## src/logic/nora_bus_pkg.sv

```systemverilog
// nora bus package
// cpu and memory bus types, address map and cpu cycle enums
package nora_bus_pkg;

    localparam int CPU_AW = 16;             // 65c02 address width
    localparam int MEM_AW = 21;             // 2 MB memory space
    localparam int BANK_W = 8;              // up to 256 banks
    localparam int OFS_W  = 4;              // slave register offset

    typedef logic [CPU_AW-1:0] cpu_addr_t;
    typedef logic [7:0]        byte_t;
    typedef logic [MEM_AW-1:0] mem_addr_t;
    typedef logic [BANK_W-1:0] bank_t;
    typedef logic [OFS_W-1:0]  reg_ofs_t;

    // one cpu cycle = six clk6x phases
    typedef enum logic [2:0]
    {
        PH0, PH1, PH2,                      // phi2 low
        PH3, PH4, PH5                       // phi2 high
    } phase_t;

    // decoded target of a cpu cycle
    typedef enum logic [2:0]
    {
        RG_SRAM_FIXED,                      // top 64k of sram
        RG_SRAM_BANK,                       // banked 8k window
        RG_VIA,                             // internal gpio block
        RG_SCRB,                            // internal system regs
        RG_VERA                             // external video chip
    } region_t;

    // address map, base plus number of decoded low bits
    localparam cpu_addr_t VIA_BASE      = 16'h9F00;
    localparam int        VIA_BITS      = 4;        // 16 bytes
    localparam cpu_addr_t VERA_BASE     = 16'h9F20;
    localparam int        VERA_BITS     = 5;        // 32 bytes
    localparam cpu_addr_t SCRB_BASE     = 16'h9F50;
    localparam int        SCRB_BITS     = 4;        // 16 bytes
    localparam cpu_addr_t BANK_WIN_BASE = 16'hA000;
    localparam int        BANK_WIN_BITS = 13;       // 8 KB window

    // high mem bits for non-banked accesses
    localparam logic [MEM_AW-CPU_AW-1:0] FIXED_BANK_TOP = '1;

    localparam byte_t IDLE_BYTE = 8'hFF;    // undecoded reads

endpackage

```

## src/logic/nora_regs_pkg.sv

```systemverilog
// nora register package
// register offsets and reset values of the internal slave blocks
package nora_regs_pkg;

    // gpio block offsets, 65c22 order
    typedef enum logic [3:0]
    {
        VIA_ORB  = 4'h0,                    // output reg b
        VIA_ORA  = 4'h1,                    // output reg a
        VIA_DDRB = 4'h2,                    // direction b, 1 = out
        VIA_DDRA = 4'h3                     // direction a
    } via_reg_t;

    // system control register offsets
    typedef enum logic [3:0]
    {
        SCRB_RAMBANK  = 4'h0,               // banked window select
        SCRB_BANKMASK = 4'h1                // and-mask on bank
    } scrb_reg_t;

    localparam nora_bus_pkg::bank_t RAMBANK_RST  = 8'h00;
    // only 128 banks after reset, clear of the fixed top area
    localparam nora_bus_pkg::bank_t BANKMASK_RST = 8'h7F;

endpackage

```

## src/logic/bus_controller.sv

```systemverilog
`timescale 1ns/1ns
// bus controller
// samples cpu cycles, decodes regions, drives memory strobes and slave bus
module bus_controller
(
    input  logic                    clk6x,
    input  logic                    arst_n_i,
    input  nora_bus_pkg::phase_t    phase_i,
    input  logic                    setup_cs_i,     // sample at end of PH2
    input  logic                    release_wr_i,   // end of PH4
    input  logic                    release_cs_i,   // end of PH5
    input  nora_bus_pkg::cpu_addr_t cpu_addr_i,
    input  nora_bus_pkg::byte_t     cpu_data_i,
    input  logic                    cpu_rwn_i,
    input  nora_bus_pkg::byte_t     mem_data_i,
    input  nora_bus_pkg::bank_t     bank_eff_i,     // masked bank from sysregs
    input  nora_bus_pkg::byte_t     via_datard_i,
    input  nora_bus_pkg::byte_t     scrb_datard_i,
    output nora_bus_pkg::byte_t     cpu_data_o,
    output nora_bus_pkg::mem_addr_t mem_addr_o,
    output nora_bus_pkg::byte_t     mem_data_o,
    output logic                    mem_rdn_o,
    output logic                    mem_wrn_o,
    output logic                    sram_csn_o,
    output logic                    vera_csn_o,
    output nora_bus_pkg::reg_ofs_t  slv_ofs_o,
    output nora_bus_pkg::byte_t     slv_datawr_o,
    output logic                    slv_wr_o,       // one clk6x, at end of PH4
    output logic                    via_req_o,
    output logic                    scrb_req_o
);

    nora_bus_pkg::region_t   region_n;
    nora_bus_pkg::region_t   region_q;
    nora_bus_pkg::mem_addr_t mem_addr_n;
    nora_bus_pkg::reg_ofs_t  ofs_q;         // slave register offset
    nora_bus_pkg::byte_t     data_q;        // cpu write data
    nora_bus_pkg::byte_t     rd_byte;
    logic                    rwn_q;
    logic                    mem_act;
    logic                    ph_strobe;

    // decode order: via, vera, scrb, bank window, rest is fixed sram
    always_comb
    begin
        if ((cpu_addr_i >> nora_bus_pkg::VIA_BITS)
            == (nora_bus_pkg::VIA_BASE >> nora_bus_pkg::VIA_BITS))
            region_n = nora_bus_pkg::RG_VIA;
        else if ((cpu_addr_i >> nora_bus_pkg::VERA_BITS)
            == (nora_bus_pkg::VERA_BASE >> nora_bus_pkg::VERA_BITS))
            region_n = nora_bus_pkg::RG_VERA;
        else if ((cpu_addr_i >> nora_bus_pkg::SCRB_BITS)
            == (nora_bus_pkg::SCRB_BASE >> nora_bus_pkg::SCRB_BITS))
            region_n = nora_bus_pkg::RG_SCRB;
        else if ((cpu_addr_i >> nora_bus_pkg::BANK_WIN_BITS)
            == (nora_bus_pkg::BANK_WIN_BASE >> nora_bus_pkg::BANK_WIN_BITS))
            region_n = nora_bus_pkg::RG_SRAM_BANK;
        else
            region_n = nora_bus_pkg::RG_SRAM_FIXED;
    end

    // bank above the window offset, else top 64k
    assign mem_addr_n = (region_n == nora_bus_pkg::RG_SRAM_BANK)
                        ? {bank_eff_i, cpu_addr_i[nora_bus_pkg::BANK_WIN_BITS-1:0]}
                        : {nora_bus_pkg::FIXED_BANK_TOP, cpu_addr_i};

    // cycle payload, held to end of cycle
    always_ff @(posedge clk6x)
    begin
        if (setup_cs_i)
        begin
            ofs_q      <= cpu_addr_i[nora_bus_pkg::OFS_W-1:0];
            data_q     <= cpu_data_i;
            mem_addr_o <= mem_addr_n;
        end
    end

    always_ff @(posedge clk6x or negedge arst_n_i)
    begin
        if (!arst_n_i)
        begin
            region_q   <= nora_bus_pkg::RG_SRAM_FIXED;
            rwn_q      <= 1'b1;
            sram_csn_o <= 1'b1;
            vera_csn_o <= 1'b1;
            via_req_o  <= 1'b0;
            scrb_req_o <= 1'b0;
            cpu_data_o <= nora_bus_pkg::IDLE_BYTE;
        end
        else
        begin
            if (setup_cs_i)
            begin
                region_q   <= region_n;
                rwn_q      <= cpu_rwn_i;
                sram_csn_o <= !((region_n == nora_bus_pkg::RG_SRAM_FIXED)
                               || (region_n == nora_bus_pkg::RG_SRAM_BANK));
                vera_csn_o <= (region_n != nora_bus_pkg::RG_VERA);
                via_req_o  <= (region_n == nora_bus_pkg::RG_VIA);
                scrb_req_o <= (region_n == nora_bus_pkg::RG_SCRB);
            end
            else if (release_cs_i)
            begin
                sram_csn_o <= 1'b1;     // cycle over
                vera_csn_o <= 1'b1;
                via_req_o  <= 1'b0;
                scrb_req_o <= 1'b0;
            end
            if (release_wr_i && rwn_q)
                cpu_data_o <= rd_byte;  // held until next read
        end
    end

    // read return source
    always_comb
    begin
        case (region_q)
            nora_bus_pkg::RG_SRAM_FIXED,
            nora_bus_pkg::RG_SRAM_BANK,
            nora_bus_pkg::RG_VERA:  rd_byte = mem_data_i;
            nora_bus_pkg::RG_VIA:   rd_byte = via_datard_i;
            nora_bus_pkg::RG_SCRB:  rd_byte = scrb_datard_i;
            default:                rd_byte = nora_bus_pkg::IDLE_BYTE;
        endcase
    end

    // rd/wr strobes only in PH3..PH4 of an external access
    assign mem_act   = !sram_csn_o || !vera_csn_o;
    assign ph_strobe = (phase_i == nora_bus_pkg::PH3) || (phase_i == nora_bus_pkg::PH4);
    assign mem_rdn_o = !(mem_act && rwn_q && ph_strobe);
    assign mem_wrn_o = !(mem_act && !rwn_q && ph_strobe);
    assign mem_data_o = data_q;

    // slave bus
    assign slv_ofs_o    = ofs_q;
    assign slv_datawr_o = data_q;
    assign slv_wr_o     = release_wr_i && !rwn_q && (via_req_o || scrb_req_o);

endmodule

```

## src/logic/cpu_phaser.sv

```systemverilog
`timescale 1ns/1ns
// cpu phaser
// six-phase clk6x sequencer for cpu clock, bus strobes and run/stop
module cpu_phaser
(
    input  logic                 clk6x,
    input  logic                 arst_n_i,
    input  logic                 run_i,         // low parks cpu at cycle end
    output nora_bus_pkg::phase_t phase_o,
    output logic                 phi2_o,        // cpu phase clock
    output logic                 stopped_o,
    output logic                 setup_cs_o,    // high in PH2
    output logic                 release_wr_o,  // high in PH4
    output logic                 release_cs_o   // high in PH5
);

    nora_bus_pkg::phase_t phase_q;
    nora_bus_pkg::phase_t phase_n;
    logic                 stopped_n;

    always_comb
    begin
        stopped_n = stopped_o;
        case (phase_q)
            nora_bus_pkg::PH0:
            begin
                if (stopped_o && !run_i)
                    phase_n = nora_bus_pkg::PH0;    // stay parked
                else
                begin
                    phase_n   = nora_bus_pkg::PH1;
                    stopped_n = 1'b0;               // resume
                end
            end
            nora_bus_pkg::PH1: phase_n = nora_bus_pkg::PH2;
            nora_bus_pkg::PH2: phase_n = nora_bus_pkg::PH3;
            nora_bus_pkg::PH3: phase_n = nora_bus_pkg::PH4;
            nora_bus_pkg::PH4: phase_n = nora_bus_pkg::PH5;
            nora_bus_pkg::PH5:
            begin
                phase_n   = nora_bus_pkg::PH0;
                stopped_n = !run_i;                 // sampled at end of cycle
            end
            default: phase_n = nora_bus_pkg::PH0;
        endcase
    end

    // strobes decoded from next phase so they are glitch free
    always_ff @(posedge clk6x or negedge arst_n_i)
    begin
        if (!arst_n_i)
        begin
            phase_q      <= nora_bus_pkg::PH0;
            stopped_o    <= 1'b0;
            phi2_o       <= 1'b0;
            setup_cs_o   <= 1'b0;
            release_wr_o <= 1'b0;
            release_cs_o <= 1'b0;
        end
        else
        begin
            phase_q      <= phase_n;
            stopped_o    <= stopped_n;
            phi2_o       <= (phase_n == nora_bus_pkg::PH3) || (phase_n == nora_bus_pkg::PH4)
                            || (phase_n == nora_bus_pkg::PH5);
            setup_cs_o   <= (phase_n == nora_bus_pkg::PH2);
            release_wr_o <= (phase_n == nora_bus_pkg::PH4);
            release_cs_o <= (phase_n == nora_bus_pkg::PH5);
        end
    end

    assign phase_o = phase_q;

endmodule

```

## src/logic/nora_top.sv

```systemverilog
`timescale 1ns/1ns
// nora system controller top
// phaser, bus controller, gpio and system registers
module nora_top
(
    input  logic                      clk6x,          // 6x cpu clock
    input  logic                      arst_n_i,
    // cpu side
    input  nora_bus_pkg::cpu_addr_t   cpu_addr_i,
    input  nora_bus_pkg::byte_t       cpu_data_i,
    input  logic                      cpu_rwn_i,
    input  logic                      cpu_run_i,
    output logic                      cpu_phi2_o,
    output nora_bus_pkg::byte_t       cpu_data_o,
    output logic                      cpu_stopped_o,
    // memory side
    output nora_bus_pkg::mem_addr_t   mem_addr_o,
    output nora_bus_pkg::byte_t       mem_data_o,
    input  nora_bus_pkg::byte_t       mem_data_i,
    output logic                      mem_rdn_o,
    output logic                      mem_wrn_o,
    output logic                      sram_csn_o,
    output logic                      vera_csn_o,
    // gpio
    input  nora_bus_pkg::byte_t       gpio_a_i,
    input  nora_bus_pkg::byte_t       gpio_b_i,
    output nora_bus_pkg::byte_t       gpio_a_o,
    output nora_bus_pkg::byte_t       gpio_a_dir_o,
    output nora_bus_pkg::byte_t       gpio_b_o,
    output nora_bus_pkg::byte_t       gpio_b_dir_o
);

    nora_bus_pkg::phase_t   phase;
    logic                   setup_cs;       // cpu cycle strobes
    logic                   release_wr;
    logic                   release_cs;
    nora_bus_pkg::reg_ofs_t slv_ofs;        // internal slave bus
    nora_bus_pkg::byte_t    slv_datawr;
    logic                   slv_wr;
    logic                   via_req;
    logic                   scrb_req;
    nora_bus_pkg::byte_t    via_datard;
    nora_bus_pkg::byte_t    scrb_datard;
    nora_bus_pkg::bank_t    bank_eff;

    cpu_phaser i_phaser
    (
        .clk6x        (clk6x),
        .arst_n_i     (arst_n_i),
        .run_i        (cpu_run_i),
        .phase_o      (phase),
        .phi2_o       (cpu_phi2_o),
        .stopped_o    (cpu_stopped_o),
        .setup_cs_o   (setup_cs),
        .release_wr_o (release_wr),
        .release_cs_o (release_cs)
    );

    bus_controller i_busctrl
    (
        .clk6x         (clk6x),
        .arst_n_i      (arst_n_i),
        .phase_i       (phase),
        .setup_cs_i    (setup_cs),
        .release_wr_i  (release_wr),
        .release_cs_i  (release_cs),
        .cpu_addr_i    (cpu_addr_i),
        .cpu_data_i    (cpu_data_i),
        .cpu_rwn_i     (cpu_rwn_i),
        .mem_data_i    (mem_data_i),
        .bank_eff_i    (bank_eff),
        .via_datard_i  (via_datard),
        .scrb_datard_i (scrb_datard),
        .cpu_data_o    (cpu_data_o),
        .mem_addr_o    (mem_addr_o),
        .mem_data_o    (mem_data_o),
        .mem_rdn_o     (mem_rdn_o),
        .mem_wrn_o     (mem_wrn_o),
        .sram_csn_o    (sram_csn_o),
        .vera_csn_o    (vera_csn_o),
        .slv_ofs_o     (slv_ofs),
        .slv_datawr_o  (slv_datawr),
        .slv_wr_o      (slv_wr),
        .via_req_o     (via_req),
        .scrb_req_o    (scrb_req)
    );

    simple_via i_via
    (
        .clk6x        (clk6x),
        .arst_n_i     (arst_n_i),
        .req_i        (via_req),
        .wr_i         (slv_wr),
        .ofs_i        (slv_ofs),
        .datawr_i     (slv_datawr),
        .gpio_a_i     (gpio_a_i),
        .gpio_b_i     (gpio_b_i),
        .datard_o     (via_datard),
        .gpio_a_o     (gpio_a_o),
        .gpio_a_dir_o (gpio_a_dir_o),
        .gpio_b_o     (gpio_b_o),
        .gpio_b_dir_o (gpio_b_dir_o)
    );

    sysregs i_scrb
    (
        .clk6x      (clk6x),
        .arst_n_i   (arst_n_i),
        .req_i      (scrb_req),
        .wr_i       (slv_wr),
        .ofs_i      (slv_ofs),
        .datawr_i   (slv_datawr),
        .datard_o   (scrb_datard),
        .bank_eff_o (bank_eff)
    );

endmodule

```

## src/logic/simple_via.sv

```systemverilog
`timescale 1ns/1ns
// simple via
// 65c22-style gpio block, two 8-bit ports with output and direction regs
module simple_via
(
    input  logic                   clk6x,
    input  logic                   arst_n_i,
    input  logic                   req_i,
    input  logic                   wr_i,          // write strobe, end of cycle
    input  nora_bus_pkg::reg_ofs_t ofs_i,
    input  nora_bus_pkg::byte_t    datawr_i,
    input  nora_bus_pkg::byte_t    gpio_a_i,      // pin levels
    input  nora_bus_pkg::byte_t    gpio_b_i,
    output nora_bus_pkg::byte_t    datard_o,
    output nora_bus_pkg::byte_t    gpio_a_o,
    output nora_bus_pkg::byte_t    gpio_a_dir_o,  // 1 = output
    output nora_bus_pkg::byte_t    gpio_b_o,
    output nora_bus_pkg::byte_t    gpio_b_dir_o
);

    nora_bus_pkg::byte_t ora_q;
    nora_bus_pkg::byte_t orb_q;
    nora_bus_pkg::byte_t ddra_q;
    nora_bus_pkg::byte_t ddrb_q;

    // output reg where driven, pin where input
    function automatic nora_bus_pkg::byte_t pin_mix(input nora_bus_pkg::byte_t out_reg,
                                                   input nora_bus_pkg::byte_t ddr,
                                                   input nora_bus_pkg::byte_t pin);
        return (out_reg & ddr) | (pin & ~ddr);
    endfunction

    always_ff @(posedge clk6x or negedge arst_n_i)
    begin
        if (!arst_n_i)
        begin
            ora_q  <= '0;
            orb_q  <= '0;
            ddra_q <= '0;           // all inputs after reset
            ddrb_q <= '0;
        end
        else if (req_i && wr_i)
        begin
            case (nora_regs_pkg::via_reg_t'(ofs_i))
                nora_regs_pkg::VIA_ORB:  orb_q  <= datawr_i;
                nora_regs_pkg::VIA_ORA:  ora_q  <= datawr_i;
                nora_regs_pkg::VIA_DDRB: ddrb_q <= datawr_i;
                nora_regs_pkg::VIA_DDRA: ddra_q <= datawr_i;
                default: ;          // unmapped offsets ignored
            endcase
        end
    end

    always_comb
    begin
        case (nora_regs_pkg::via_reg_t'(ofs_i))
            nora_regs_pkg::VIA_ORB:  datard_o = pin_mix(orb_q, ddrb_q, gpio_b_i);
            nora_regs_pkg::VIA_ORA:  datard_o = pin_mix(ora_q, ddra_q, gpio_a_i);
            nora_regs_pkg::VIA_DDRB: datard_o = ddrb_q;
            nora_regs_pkg::VIA_DDRA: datard_o = ddra_q;
            default:                 datard_o = nora_bus_pkg::IDLE_BYTE;
        endcase
    end

    assign gpio_a_o     = ora_q;
    assign gpio_a_dir_o = ddra_q;
    assign gpio_b_o     = orb_q;
    assign gpio_b_dir_o = ddrb_q;

endmodule

```

## src/logic/sysregs.sv

```systemverilog
`timescale 1ns/1ns
// system control registers
// ram bank select and bank mask for the 8k window
module sysregs
(
    input  logic                   clk6x,
    input  logic                   arst_n_i,
    input  logic                   req_i,
    input  logic                   wr_i,
    input  nora_bus_pkg::reg_ofs_t ofs_i,
    input  nora_bus_pkg::byte_t    datawr_i,
    output nora_bus_pkg::byte_t    datard_o,
    output nora_bus_pkg::bank_t    bank_eff_o     // bank after mask
);

    nora_bus_pkg::bank_t rambank_q;
    nora_bus_pkg::bank_t bankmask_q;

    always_ff @(posedge clk6x or negedge arst_n_i)
    begin
        if (!arst_n_i)
        begin
            rambank_q  <= nora_regs_pkg::RAMBANK_RST;
            bankmask_q <= nora_regs_pkg::BANKMASK_RST;
        end
        else if (req_i && wr_i)
        begin
            case (nora_regs_pkg::scrb_reg_t'(ofs_i))
                nora_regs_pkg::SCRB_RAMBANK:  rambank_q  <= datawr_i;
                nora_regs_pkg::SCRB_BANKMASK: bankmask_q <= datawr_i;
                default: ;
            endcase
        end
    end

    // raw readback, mask applied only on the bank path
    always_comb
    begin
        case (nora_regs_pkg::scrb_reg_t'(ofs_i))
            nora_regs_pkg::SCRB_RAMBANK:  datard_o = rambank_q;
            nora_regs_pkg::SCRB_BANKMASK: datard_o = bankmask_q;
            default:                      datard_o = nora_bus_pkg::IDLE_BYTE;
        endcase
    end

    assign bank_eff_o = rambank_q & bankmask_q;

endmodule

```

## config.mk

```make
export PLATFORM = sky130hd
export DESIGN_NAME = nora_top
export DESIGN_NICKNAME = d
export VERILOG_FILES = /design/src/logic/nora_bus_pkg.sv /design/src/logic/nora_regs_pkg.sv /design/src/logic/bus_controller.sv /design/src/logic/cpu_phaser.sv /design/src/logic/nora_top.sv /design/src/logic/simple_via.sv /design/src/logic/sysregs.sv
export SDC_FILE = /design/constraint.sdc
export NUM_CORES = 1
export LEC_CHECK = 0
export BUFFER_PORTS_ARGS = -buffer_cell sky130_fd_sc_hd__buf_2
export CAP_MARGIN = 20
export CORE_ASPECT_RATIO = 0.7
export CORE_MARGIN = 1.5
export CORE_UTILIZATION = 45
export DETAILED_ROUTE_END_ITERATION = 7
export GPL_TIMING_DRIVEN = 0
export PLACE_DENSITY = 0.68
export SETUP_SLACK_MARGIN = 0.02
export SYNTH_ARGS = -nofsm -noshare
export SYNTH_HDL_FRONTEND = slang
export SYNTH_SLANG_ARGS = --single-unit
export TNS_END_PERCENT = 1
```

## constraint.sdc

```tcl
create_clock -name clk6x -period 4.31 [get_ports clk6x]
set_input_delay 0.2155 -clock clk6x [delete_from_list [all_inputs] [get_ports clk6x]]
set_output_delay 0.2155 -clock clk6x [all_outputs]
set_load 0.05 [all_outputs]
```

; After elaboration in Yosys (flattened, before gate mapping)
; Cells that the tools add are included.
; Widths: inputs -> output; s select.
[word_totals]
register_bits = 105
out_inout_bits = 75
latchBits = 0
in_bits = 52
elab_cells = 112
ram_bits = 0
mem_bits_ro = 0
n_memories = 0
[op_classes]
n_eq_ne = 25
n_reduce_logical = 37
div_mod_pow = 0
n_shift = 0
n_lt_le_gt_ge = 0
mul = 0
n_bitwise = 9
n_addsub = 0
muxes = 18
[op_table]
columns = operator, n
row1 = $and 8x8->8, 5
row2 = $pmux 8 s4, 1
row3 = $eq 12x12->1 const B, 2
row4 = $eq 3x2->1 const B, 8
row5 = $pmux 8 s3, 1
row6 = $eq 3x3->1 const B, 6
row7 = $mux 16, 1
row8 = $not 8->8, 2
row9 = $or 8x8->8, 2
row10 = $pmux 8 s2, 1
row11 = $pmux 3 s5, 1
row12 = $reduce_and 2->1, 7
row13 = $eq 11x11->1 const B, 1
row14 = $logic_and 1x1->1, 10
row15 = $eq 3x1->1 const B, 3
row16 = $logic_not 3->1, 3
row17 = $mux 1, 9
row18 = $mux 3, 3
row19 = $eq 4x2->1 const B, 2
row20 = $logic_not 1->1, 7
row21 = $logic_or 1x1->1, 6
row22 = $eq 4x1->1 const B, 1
row23 = $logic_not 4->1, 1
row24 = $reduce_bool 2->1, 2
row25 = 4 further kinds, 4

; Longest topological paths before layout
; Gate-level depths: netlist (run 1).
[logic_depth]
word_depth = 9
ltp_mapped = 6

; Modules after synthesis
; From an unflattened synthesis (run 1), not the netlist that was laid out.
[hier_totals]
hier_cells = 387
hier_area_um2 = 4857.2
[modules_own_cells]
columns = mod, n_inst, area_per_inst_um2, cells_per_inst, seq_area_each_um2
row1 = bus_controller, 1, 2047.0, 163, 1285.0
row2 = simple_via, 1, 1700.4, 139, 800.8
row3 = sysregs, 1, 804.5, 62, 409.1
row4 = cpu_phaser, 1, 305.3, 23, 200.2

; Worst setup path after synthesis (run 1)
; Ideal clock, no wire load.
[synth_timing]
path_type = flip-flop to flip-flop
startpoint = register i_busctrl.ofs_q[1] (netlist: i_busctrl.slv_ofs_o[1])
endpoint = register i_via.orb_q[0] (netlist: i_via.gpio_b_o[0])
path_slack_ps = 2196
period_less_slack_ps = 2114
t_required_ps = 4185
n_path_buf = 2
arrival_ps = 1989
stages_incl_launch_ff = 7
cell_sequence = edfxtp_1 -> buf_6 -> nor3_4 -> and3b_4 -> and3b_1 -> buf_6 -> mux2_2
[synth_via]
elab_chain_cells = 2
[synth_rtl]
columns = item, line_no
row1 = start: declaration, bus_controller.sv:36  ; nora_bus_pkg::reg_ofs_t ofs_q;
row2 = start signal: assignment, bus_controller.sv:72  ; ofs_q <= cpu_addr_i[nora_bus_pkg::OFS_W-1:0];
row3 = $logic_not 4->1, simple_via.sv:44  ; case (nora_regs_pkg::via_reg_t'(ofs_i))
row4 = $reduce_and 2->1 (no line), n/a
row5 = end signal: assignment, simple_via.sv:45  ; nora_regs_pkg::VIA_ORB: orb_q <= datawr_i;
row6 = end: declaration, simple_via.sv:22  ; nora_bus_pkg::byte_t orb_q;
; No other way between the ends.
; A chain may end at the register's enable or synchronous reset.

==> results.sh, run 1 <==
export IMPL_ant_nets=0
export IMPL_cts_max_path_buffers=2
export IMPL_critical_path_arrival_ns=2.59
export IMPL_critical_path_class="flop to flop"
export IMPL_syn_area_sq_mm=0.00445
export IMPL_post_cts_resized=0
export IMPL_clock_latency_ns=0.35
export IMPL_num_io_pins=127
export IMPL_setup_violations=0
export IMPL_drc=0
export IMPL_vias=3345
export IMPL_fin_nets=538
export IMPL_drive_above_1_share=0.450
export IMPL_fin_skew_ns=0.0105
export IMPL_relSlewSlack=0.562
export IMPL_cp_max_fo=18
export IMPL_outcome="completed"
export IMPL_cts_root_buf="clkbuf_16"
export IMPL_postSynthNetCount=398
export IMPL_drt_initial_drc_count=204
export IMPL_grt_ovfl_total=0
export IMPL_fin_area_sq_mm=0.00557
export IMPL_min_path_type="input port to flop"
export IMPL_first_pass_iters=4
export IMPL_peakVddDrop_mv=0.203
export IMPL_p_per_area_mw_per_mm2=528
export IMPL_cp_start_kind="flop"
export IMPL_ys_ff_latch=101
export IMPL_cts_tree="yes"
export IMPL_timing_setup_tns_ns=0
export IMPL_antenna_cells=0
export IMPL_worst_slew_pin_slew_ns=0.657
export IMPL_final_hold_viol_count=0
export IMPL_crit_top_cell="o21ai_0"
export IMPL_p_total_mw=2.94
export IMPL_cp_endpoint="i_busctrl.region_q[1]"
export IMPL_yosysSeqAreaShare=0.606
export IMPL_p_leak_nw=2.62
export IMPL_htreeDepth=3
export IMPL_synth_edff_count=29
export IMPL_rr_worst_depth=6
export IMPL_grt_util_all_layers=0.222
export IMPL_placed_cell_area_sq_mm=0.00529
export IMPL_worstPathCellList="buf_16, clkbuf_1, nand4b_1, nor4_1, o21ai_0, o21ai_0"
export IMPL_drv_slew=0
export IMPL_core_sq_mm=0.00965
export IMPL_placementRows=30
export IMPL_syn_instance_count=346
export IMPL_post_drt_wl_per_cell_um=18.0
export IMPL_yosys_warnings=0
export IMPL_synth_async_sr_flop_share=0.713
export IMPL_synth_flop_cell="dfrtp_1"
export IMPL_grt_pass1_wl_mm=17.2
export IMPL_rsz0062_at_grt="false"
export IMPL_cpPeakStageDelay_ns=0.77
export IMPL_antenna_found_initial=0
export IMPL_yosysUniqueCellTypes=45
export IMPL_wirelength_mm=11.2
export IMPL_crit_path_end_kind="flop"
export IMPL_die_height_um=86.2
export IMPL_area_delta_synth_final_pct=25.3
export IMPL_path_clk_slew_ns=0.07
export IMPL_viasPerCell=5.40
export IMPL_grt_pass1_vias=3170
export IMPL_drv_cap=0
export IMPL_dp_cells=602
export IMPL_die_w_um=122
export IMPL_r2r_end="i_busctrl.region_q[1]"
export IMPL_r2r_start="i_phaser.setup_cs_o"
export IMPL_startpoint="i_phaser.setup_cs_o"
export IMPL_cp_required_ns=4.58
export IMPL_final_period_utilization=0.538
export IMPL_setup_ws_ns=1.99
export IMPL_hold_ws_ns=0.0356
export IMPL_fin_util=0.578
export IMPL_numCtsBuffers=9
export IMPL_grt_max_degree=73
export IMPL_postSynthAreaPerCell_sq_um=12.8
export IMPL_fmax_mhz=431
export IMPL_finalCriticalPeriod_ns=2.32
export IMPL_slowest_stage="dfrtp_1"
export IMPL_die_area_sq_mm=0.0105
export IMPL_portBuffers=126
export IMPL_hpwl_mm=8.04
export IMPL_clock_sinks=101
export IMPL_dp_slack_ns=1.97
export IMPL_r2r_setup_slack_ns=1.99
export IMPL_instances_no_fill=619
export IMPL_gp_congestion=0.836
export IMPL_initial_core_util=0.461
## placed cells by master, fill, tap and decap left out, drive strengths merged, types with 3 or more instances in the layout
cell type / instances
buf: 134
dfrtp: 54
mux2: 49
a211oi: 3
o31ai: 14
mux2i: 8
o32ai: 7
clkbuf: 20
nand2: 14
nand3: 3
nor2b: 12
o22ai: 7
inv: 13
nand2b: 9
edfxtp: 29
a21o: 5
and3b: 3
nor2: 18
dfstp: 18
a21oi: 13
clkinv: 3
o21ai: 28
## area by class of cell
class / count / area (sq um)
fill: 836 / 4080
sequential: 101 / 2700
multi-input combinational: 218 / 1620
timing repair buffer: 129 / 698
clock buffer: 11 / 233
tap: 128 / 160
buffer: 15 / 82.6
inverter: 12 / 45.0
clock inverter: 5 / 35.0
## timing repair
item,CTS,global route
endpoints found under the hold margin,54,0
buffers inserted,0,0
hold buffers,1,0
## synthesized netlist by cell type (3+ instances only)
cell      instances  area, sq um
dfrtp_1          54         1350
mux2_2           48          541
edfxtp_1         29          871
o21ai_0          28          140
dfstp_2          18          473
nor2_1           17         63.8
nand2_1          14         52.6
o31ai_1          14          105
a21oi_1          13         65.1
nor2b_1          12         75.1
inv_1            11         41.3
clkbuf_1          9         33.8
nand2b_1          9         56.3
mux2i_1           8         80.1
o22ai_1           7         43.8
o32ai_1           7         61.3
a21o_1            5         37.5
a211oi_1          3         22.5
buf_2             3         15.0
buf_6             3         33.8
## critical path: cells and delay by family, from the launching register on
family,cells,cell delay [ns]
AOI/OAI and AO/OA,2,0.28
and+or+nand+nor,2,0.62
buffers and inverters,2,0.56
DFF,1,0.77
## layer usage
metal  up-vias  part of all wire  GRT usage
li1       1561                 -          -
met3        11             0.075     0.0705
met1      1658              0.47      0.319
met5         -                 0          0
met2       115              0.44      0.326
met4         0            0.0076     0.0535
## worst min-delay path by stage
stage	start	endpoint	slack (ns)	cells past startpoint
3_5_place_dp	arst_n_i	i_phaser.phase_o[0]	0.26	2
2_1_floorplan	arst_n_i	i_busctrl.region_q[0]	-0.08	0
3_3_place_gp	cpu_data_i[1]	i_busctrl.mem_data_o[1]	0.39	1
6_report	cpu_addr_i[0]	i_busctrl.slv_ofs_o[0]	0.04	1
5_1_grt	cpu_addr_i[0]	i_busctrl.slv_ofs_o[0]	0.02	1
4_1_cts	cpu_addr_i[0]	i_busctrl.slv_ofs_o[0]	0.02	1
## registers in the layout, summed over array words and instances, names as in the netlist, 3 cells and up
| signal | flops |
|---|---|
| i_scrb.bankmask_q | 8 |
| i_via.gpio_a_dir_o | 8 |
| i_via.gpio_b_o | 8 |
| i_busctrl.mem_addr_o | 18 |
| i_busctrl.cpu_data_o | 8 |
| i_scrb.rambank_q | 8 |
| i_via.gpio_b_dir_o | 8 |
| i_busctrl.region_q | 3 |
| i_phaser.phase_o | 3 |
| i_busctrl.slv_ofs_o | 3 |
| i_via.gpio_a_o | 8 |
| i_busctrl.mem_data_o | 8 |
## power breakdown
part	switching [mW]	total [mW]	internal [mW]	leakage [nW]
Sequential	0.128	1.30	1.17	1.20
Clock	0.353	0.746	0.393	0.130
Combinational	0.648	0.892	0.245	1.30
## cell families after synthesis
family	Yosys count	share of synthesized area
compound gates	85	0.122
flops	101	0.606
mux	57	0.142
simple gates	74	0.0965
buf+inv	27	0.0287
xor+xnor	2	0.00394
No activity file was read; power rests on OpenSTA's default activity.
==> inputs of run 2 (changes only) <==
Settings changed: ABC_AREA set to 1, PLACE_DENSITY 0.68 to 0.67.
Clock period 4.31 ns to 2.3 ns, I/O delays scaled along.
==> run 2 against run 1 <==
The flow now finishes with violations (DRC). Non-clock buffer count up 23. Critical endpoint is now mem_rdn_o. Via count increased by 28%. Largest power group unchanged. Power rose by 100%. Clock power grew 110%. Worst setup slack worse by 1.4 ns. Largest cell class unchanged.
==> results.sh, run 2 <==
export IMPL_antenna_cells=0
export IMPL_syn_instance_count=546
export IMPL_synth_async_sr_flop_share=0.713
export IMPL_finalCriticalPeriod_ns=1.75
export IMPL_largest_reg_flops=18
export IMPL_grt_ovfl_total=0
export IMPL_crit_path_end_kind="output pin"
export IMPL_critical_path_arrival_ns=1.63
export IMPL_critical_path_class="flop to output pin"
export IMPL_cts_root_buf="clkbuf_16"
export IMPL_synth_flop_cell="dfrtp_1"
export IMPL_yosysUniqueCellTypes=30
export IMPL_area_delta_synth_final_pct=29.5
export IMPL_synth_area_top_cells="dfrtp_1 (28%), edfxtp_1 (18%), nand2_1 (13%)"
export IMPL_portBuffers=126
export IMPL_yosysSeqAreaShare=0.568
export IMPL_path_clk_slew_ns=0.06
export IMPL_initial_core_util=0.460
export IMPL_clock_latency_ns=0.36
export IMPL_top_register="i_busctrl.mem_addr_o"
export IMPL_fmax_mhz=572
export IMPL_drv_slew=0
export IMPL_cts_tree="yes"
export IMPL_grt_util_all_layers=0.242
export IMPL_min_path_type="input port to flop"
export IMPL_core_sq_mm=0.0103
export IMPL_fillCellCount=957
export IMPL_placementRows=31
export IMPL_viasPerCell=5.04
export IMPL_synth_edff_count=29
export IMPL_fin_nets=761
export IMPL_cp_max_fo=5
export IMPL_antenna_found_initial=0
export IMPL_cp_required_ns=2.18
export IMPL_cp_start_kind="flop"
export IMPL_post_cts_repair_setup_buffers=0
export IMPL_synth_compound_area_frac=0.105
export IMPL_vias=4265
export IMPL_hold_ws_ns=0.0585
export IMPL_drv_cap=0
export IMPL_cts_max_path_buffers=2
export IMPL_num_io_pins=127
export IMPL_p_leak_nw=2.90
export IMPL_critPathTopFamily="flip-flops"
export IMPL_die_height_um=88.9
export IMPL_ant_nets=0
export IMPL_synth_most_common_cell="nand2_1"
export IMPL_setup_violations=0
export IMPL_grt_pass1_wl_mm=20.1
export IMPL_p_per_area_mw_per_mm2=962
export IMPL_final_hold_viol_count=0
export IMPL_die_area_sq_mm=0.0112
export IMPL_wirelength_mm=13.0
export IMPL_cpPeakStageDelay_ns=0.43
export IMPL_synth_common_cells="nand2_1 (163), inv_1 (56), dfrtp_1 (54), nor2_1 (48), nand3_1 (47)"
export IMPL_peakVddDrop_mv=0.717
export IMPL_syn_area_sq_mm=0.00474
export IMPL_synth_top_family_by_area="simple AND/OR/NAND/NOR gates"
export IMPL_postSynthNetCount=598
export IMPL_violations="DRC"
export IMPL_hpwl_mm=9.61
export IMPL_grt_pass1_vias=3886
export IMPL_final_common_cell="nand2_1"
export IMPL_yosysTopAreaCell="dfrtp_1"
export IMPL_die_w_um=126
export IMPL_drt_initial_drc_count=352
export IMPL_post_drt_wl_per_cell_um=15.4
export IMPL_synth_xor_area_share=0
export IMPL_grt_max_degree=73
export IMPL_relSlewSlack=0.629
export IMPL_drive_above_1_share=0.284
export IMPL_synthSimpleGateAreaFrac=0.256
export IMPL_htreeDepth=3
export IMPL_path_buf_inv=2
export IMPL_synth_top_area_share=0.285
export IMPL_ys_ff_latch=101
export IMPL_outcome="complete, but fails checks"
export IMPL_drc=6
export IMPL_clock_sinks=101
export IMPL_gp_congestion=0.928
export IMPL_yosys_warnings=0
export IMPL_postSynthAreaPerCell_sq_um=8.69
export IMPL_first_pass_iters=8
export IMPL_slowest_stage="dfrtp_1"
export IMPL_worst_slew_pin_slew_ns=0.554
export IMPL_most_common_layout_cells="nand2_1 (163), buf_2 (131), inv_1 (56)"
export IMPL_numCtsBuffers=9
export IMPL_worstPathCellList="inv_1, nand2_1, o21ai_0, nand3_1, buf_2"
export IMPL_fin_skew_ns=0.00964
export IMPL_p_total_mw=5.91
export IMPL_timing_setup_tns_ns=0
export IMPL_yosys_area_share_adder=0
export IMPL_rsz0062_at_grt="false"
export IMPL_synthMuxAreaShare=0
export IMPL_final_period_utilization=0.760
==> run 2: cell types whose count changed in the layout (fill, tap and decap cells not counted), moves of 18 or more <==
cell           delta
nand2_1         +149
mux2_2           -48
nand3_1          +46
inv_1            +45
nor2_1           +31
dlygate4sd3_1    +23
a21oi_1          +18
==> run 2: per-layer routing <==
layer / track usage / wire length (um) / vias to the layer above / share of wire
met4: 0.0708 / 134 / 0 / 0.010
met5: 0 / 0 / - / 0
li1: - / - / 2096 / -
met3: 0.0724 / 1280 / 12 / 0.098
met2: 0.357 / 5580 / 173 / 0.43
met1: 0.348 / 6060 / 1984 / 0.46
==> run 2: where the power goes <==
group	total (mW)	internal, mW	switching, mW
combinational	1.95	0.493	1.46
clock	1.55	0.865	0.681
sequential	2.41	2.20	0.209
total	5.91	3.56	2.35
==> run 2: logic make-up (layout without fill, tap and decap cells) <==
group / Yosys count / after routing
compound gates: 92 / 92
simple gates: 277 / 277
flops: 101 / 101
buf+inv: 76 / 244
==> run 2: area by class of cell <==
class                      count  area [sq um]  share of cell area
sequential                   101          2700               0.439
clock buffer                  12           279              0.0454
multi-input combinational    369          1710               0.279
timing repair buffer         152           928               0.151
tap                          132           165              0.0269
inverter                      61           229              0.0373
clock inverter                 4          25.0             0.00407
buffer                        15           109              0.0177
==> run 2: timing repair <==
item | CTS | global route
gates resized for setup | 0 | 0
hold endpoints to repair | 77 | 0
hold buffers | 24 | 0
==> run 2: worst reg2reg max path, stage by stage, from the launching register on <==
cell      delay (ns)
edfxtp_1        0.46
nor2_4          0.28
buf_2           0.28
nand2_1         0.08
a21oi_1         0.33
nand2_1         0.09
nand2_1         0.07
a21oi_1         0.07
==> run 2: final timing paths <==
kind | start | end | slack, ns | cells after the start
setup / recovery | i_phaser.phase_o[2] | mem_rdn_o | 0.55 | 5
hold / removal | cpu_addr_i[14] | i_busctrl.mem_addr_o[14] | 0.06 | 3
setup reg to reg | i_busctrl.mem_addr_o[3] | i_busctrl.cpu_data_o[4] | 0.59 | 7
hold reg to reg | i_scrb.bankmask_q[2] | i_scrb.bankmask_q[2] | 0.49 | 2
max in group asynchronous | arst_n_i | i_scrb.bankmask_q[4] | 1.65 | 3
min in group asynchronous | arst_n_i | i_via.gpio_a_o[1] | 0.31 | 3
==> run 2: metrics by stage <==
stage | area (sq um) | utilization | worst slack [ns] | instances
after floorplan | 4740 | - | 0.667 | 546
after global placement | 5540 | 0.537 | 0.262 | 804
after detailed placement | 5600 | 0.543 | 0.676 | 806
after CTS | 6140 | 0.595 | 0.529 | 846
after global routing | 6140 | 0.595 | 0.386 | 846
final | 6140 | 0.595 | 0.553 | 846
==> inputs of run 3 (changes only) <==
Settings changed: PLACE_DENSITY 0.67 to 0.7.
Clock period 2.3 ns to 1.54 ns, I/O delays scaled along.
==> run 3 against run 2 <==
The flow finishes with violations (DRC, setup timing). Count of clock-buffer cells in the layout decreased by 2. Clock skew about the same. Combinational power grew 68%. Sequential share of layout area decreased by 2.1 points. Worst hold slack improved by 0.044 ns. Power rose by 55%. Critical endpoint unchanged. Die area is the same. Final cell count increased by 2.4%. Design area is 5.2% higher. Clock power rose by 50%. Flip-flop and latch count stayed put. Sequential power is 49% higher.
==> results.sh, run 3 (synthesis gave the netlist of run 2 again) <==
export IMPL_grt_pass1_wl_mm=21.2
export IMPL_area_delta_synth_final_pct=36.2
export IMPL_p_leak_nw=3.04
export IMPL_setup_ws_ns=-0.00273
export IMPL_crit_path_end_kind="output pin"
export IMPL_grt_max_degree=73
export IMPL_drv_cap=0
export IMPL_clock_sinks=101
export IMPL_worstPathCellList="inv_1, nand2_2, o21ai_2, nand3_2, buf_6"
export IMPL_post_drt_wl_per_cell_um=16.0
export IMPL_cts_tree="yes"
export IMPL_viasPerCell=5.18
export IMPL_fin_area_sq_mm=0.00646
export IMPL_cp_max_fo=5
export IMPL_clock_latency_ns=0.35
export IMPL_die_w_um=126
export IMPL_final_common_cell="nand2_1"
export IMPL_finalCriticalPeriod_ns=1.54
export IMPL_vias=4490
export IMPL_grt_ovfl_total=0
export IMPL_cp_start_kind="flop"
export IMPL_setup_violations=1
export IMPL_slowest_stage="dfrtp_1"
export IMPL_top_register="i_busctrl.mem_addr_o"
export IMPL_timing_setup_tns_ns=-0.00273
export IMPL_numCtsBuffers=9
export IMPL_fin_nets=781
export IMPL_seq_area_sq_mm=0.00270
export IMPL_wirelength_mm=13.9
export IMPL_num_io_pins=127
export IMPL_antenna_found_initial=0
export IMPL_critical_path_arrival_ns=1.47
export IMPL_drive_above_1_share=0.334
export IMPL_cts_max_path_buffers=2
export IMPL_cts_root_buf="clkbuf_16"
export IMPL_hpwl_mm=9.78
export IMPL_fmax_mhz=648
export IMPL_gp_congestion=0.911
export IMPL_peakVddDrop_mv=0.903
export IMPL_final_hold_viol_count=0
export IMPL_min_path_type="input port to flop"
export IMPL_p_per_area_mw_per_mm2=1420
export IMPL_initial_core_util=0.460
export IMPL_antenna_cells=0
export IMPL_grt_pass1_vias=4055
export IMPL_relSlewSlack=0.617
export IMPL_core_sq_mm=0.0103
export IMPL_rsz0062_at_grt="true"
export IMPL_drt_initial_drc_count=385
export IMPL_outcome="complete, but fails checks"
export IMPL_final_period_utilization=1.00
export IMPL_largest_reg_flops=18
export IMPL_cp_required_ns=1.46
export IMPL_multi_input_area_sq_mm=0.00180
export IMPL_drv_slew=0
export IMPL_path_clk_slew_ns=0.07
export IMPL_most_common_layout_cells="nand2_1 (156), buf_2 (124), inv_1 (56)"
export IMPL_violations="DRC, setup timing"
export IMPL_dp_slack_ns=-0.121
export IMPL_cpPeakStageDelay_ns=0.41
export IMPL_first_pass_iters=7
export IMPL_fin_skew_ns=0.00950
export IMPL_worst_slew_pin_slew_ns=0.570
export IMPL_critical_path_class="flop to output pin"
export IMPL_placementRows=31
export IMPL_placed_cell_area_sq_mm=0.00562
export IMPL_htreeDepth=3
export IMPL_portBuffers=126
export IMPL_drc=6
export IMPL_die_height_um=88.9
export IMPL_fillCellCount=875
export IMPL_grt_util_all_layers=0.253
export IMPL_die_area_sq_mm=0.0112
export IMPL_ant_nets=0
[run 3: cell types whose count changed in the layout (fill, tap and decap cells not counted), sizes merged]
cell         change
dlygate4sd3      +1
bufinv           +1
clkinvlp         +2
buf             +17
inv              -1
[run 3: final timing paths]
kind / depth (start not counted) / endpoint / slack [ns] / from
setup / recovery: 5 / mem_rdn_o / -0.003 / i_phaser.phase_o[2]
hold / removal: 2 / i_busctrl.mem_addr_o[15] / 0.10 / cpu_addr_i[15]
setup reg to reg: 7 / i_busctrl.cpu_data_o[4] / -0.003 / i_busctrl.mem_addr_o[3]
hold reg to reg: 2 / i_scrb.bankmask_q[2] / 0.49 / i_scrb.bankmask_q[2]
max in group asynchronous: 3 / i_scrb.bankmask_q[1] / 0.89 / arst_n_i
min in group asynchronous: 3 / i_via.gpio_a_o[1] / 0.26 / arst_n_i
[run 3: cell type report]
cell class                 count  share of cell area
sequential                   101               0.417
multi-input combinational    369               0.279
timing repair buffer         172               0.173
clock buffer                  10              0.0354
inverter                      61              0.0354
tap                          132              0.0256
buffer                        15              0.0229
clock inverter                 6              0.0112
[run 3: routing by layer]
layer | global-route usage | routed length, um | part of all wire
met5 | 0 | 0 | 0
met4 | 0.0476 | 80 | 0.0058
met3 | 0.0694 | 1330 | 0.096
met2 | 0.389 | 6200 | 0.45
met1 | 0.367 | 6260 | 0.45
[run 3: power by group]
group | switching, mW | total [mW] | internal [mW]
logic | 2.36 | 3.27 | 0.915
clock network | 1.04 | 2.32 | 1.28
registers | 0.309 | 3.60 | 3.29
[run 3: what timing repair did]
| action | 4_1_cts | 5_1_grt |
|---|---|---|
| hold buffers | 25 | 0 |
| hold endpoints to repair | 78 | 0 |
| setup endpoints to repair | 49 | 55 |
| buffers inserted | 5 | 13 |
| gates cloned | 0 | 1 |
| gates resized for setup | 11 | 43 |
| pin swaps | 4 | 9 |
[run 3: worst max-delay path: cells and delay by family, from the launching register on]
family / cells / cell delay, ns
buffers and inverters: 2 / 0.28
AO/OA/AOI/OAI: 1 / 0.23
flip-flops: 1 / 0.41
AND/OR/NAND/NOR: 2 / 0.20
[run 3: stage by stage]
| step | util | total power [mW] | hold slack [ns] | std cells |
|---|---|---|---|---|
| 3_5_place_dp | 0.544 | 6.53 | 0.117 | 806 |
| 3_3_place_gp | 0.539 | 6.40 | 0.255 | 804 |
| 5_1_grt | 0.626 | 9.60 | 0.113 | 866 |
| 6_report | 0.626 | 9.19 | 0.102 | 866 |
| 4_1_cts | 0.605 | 8.95 | 0.0996 | 852 |
| 2_1_floorplan | - | 5.65 | -0.219 | 546 |
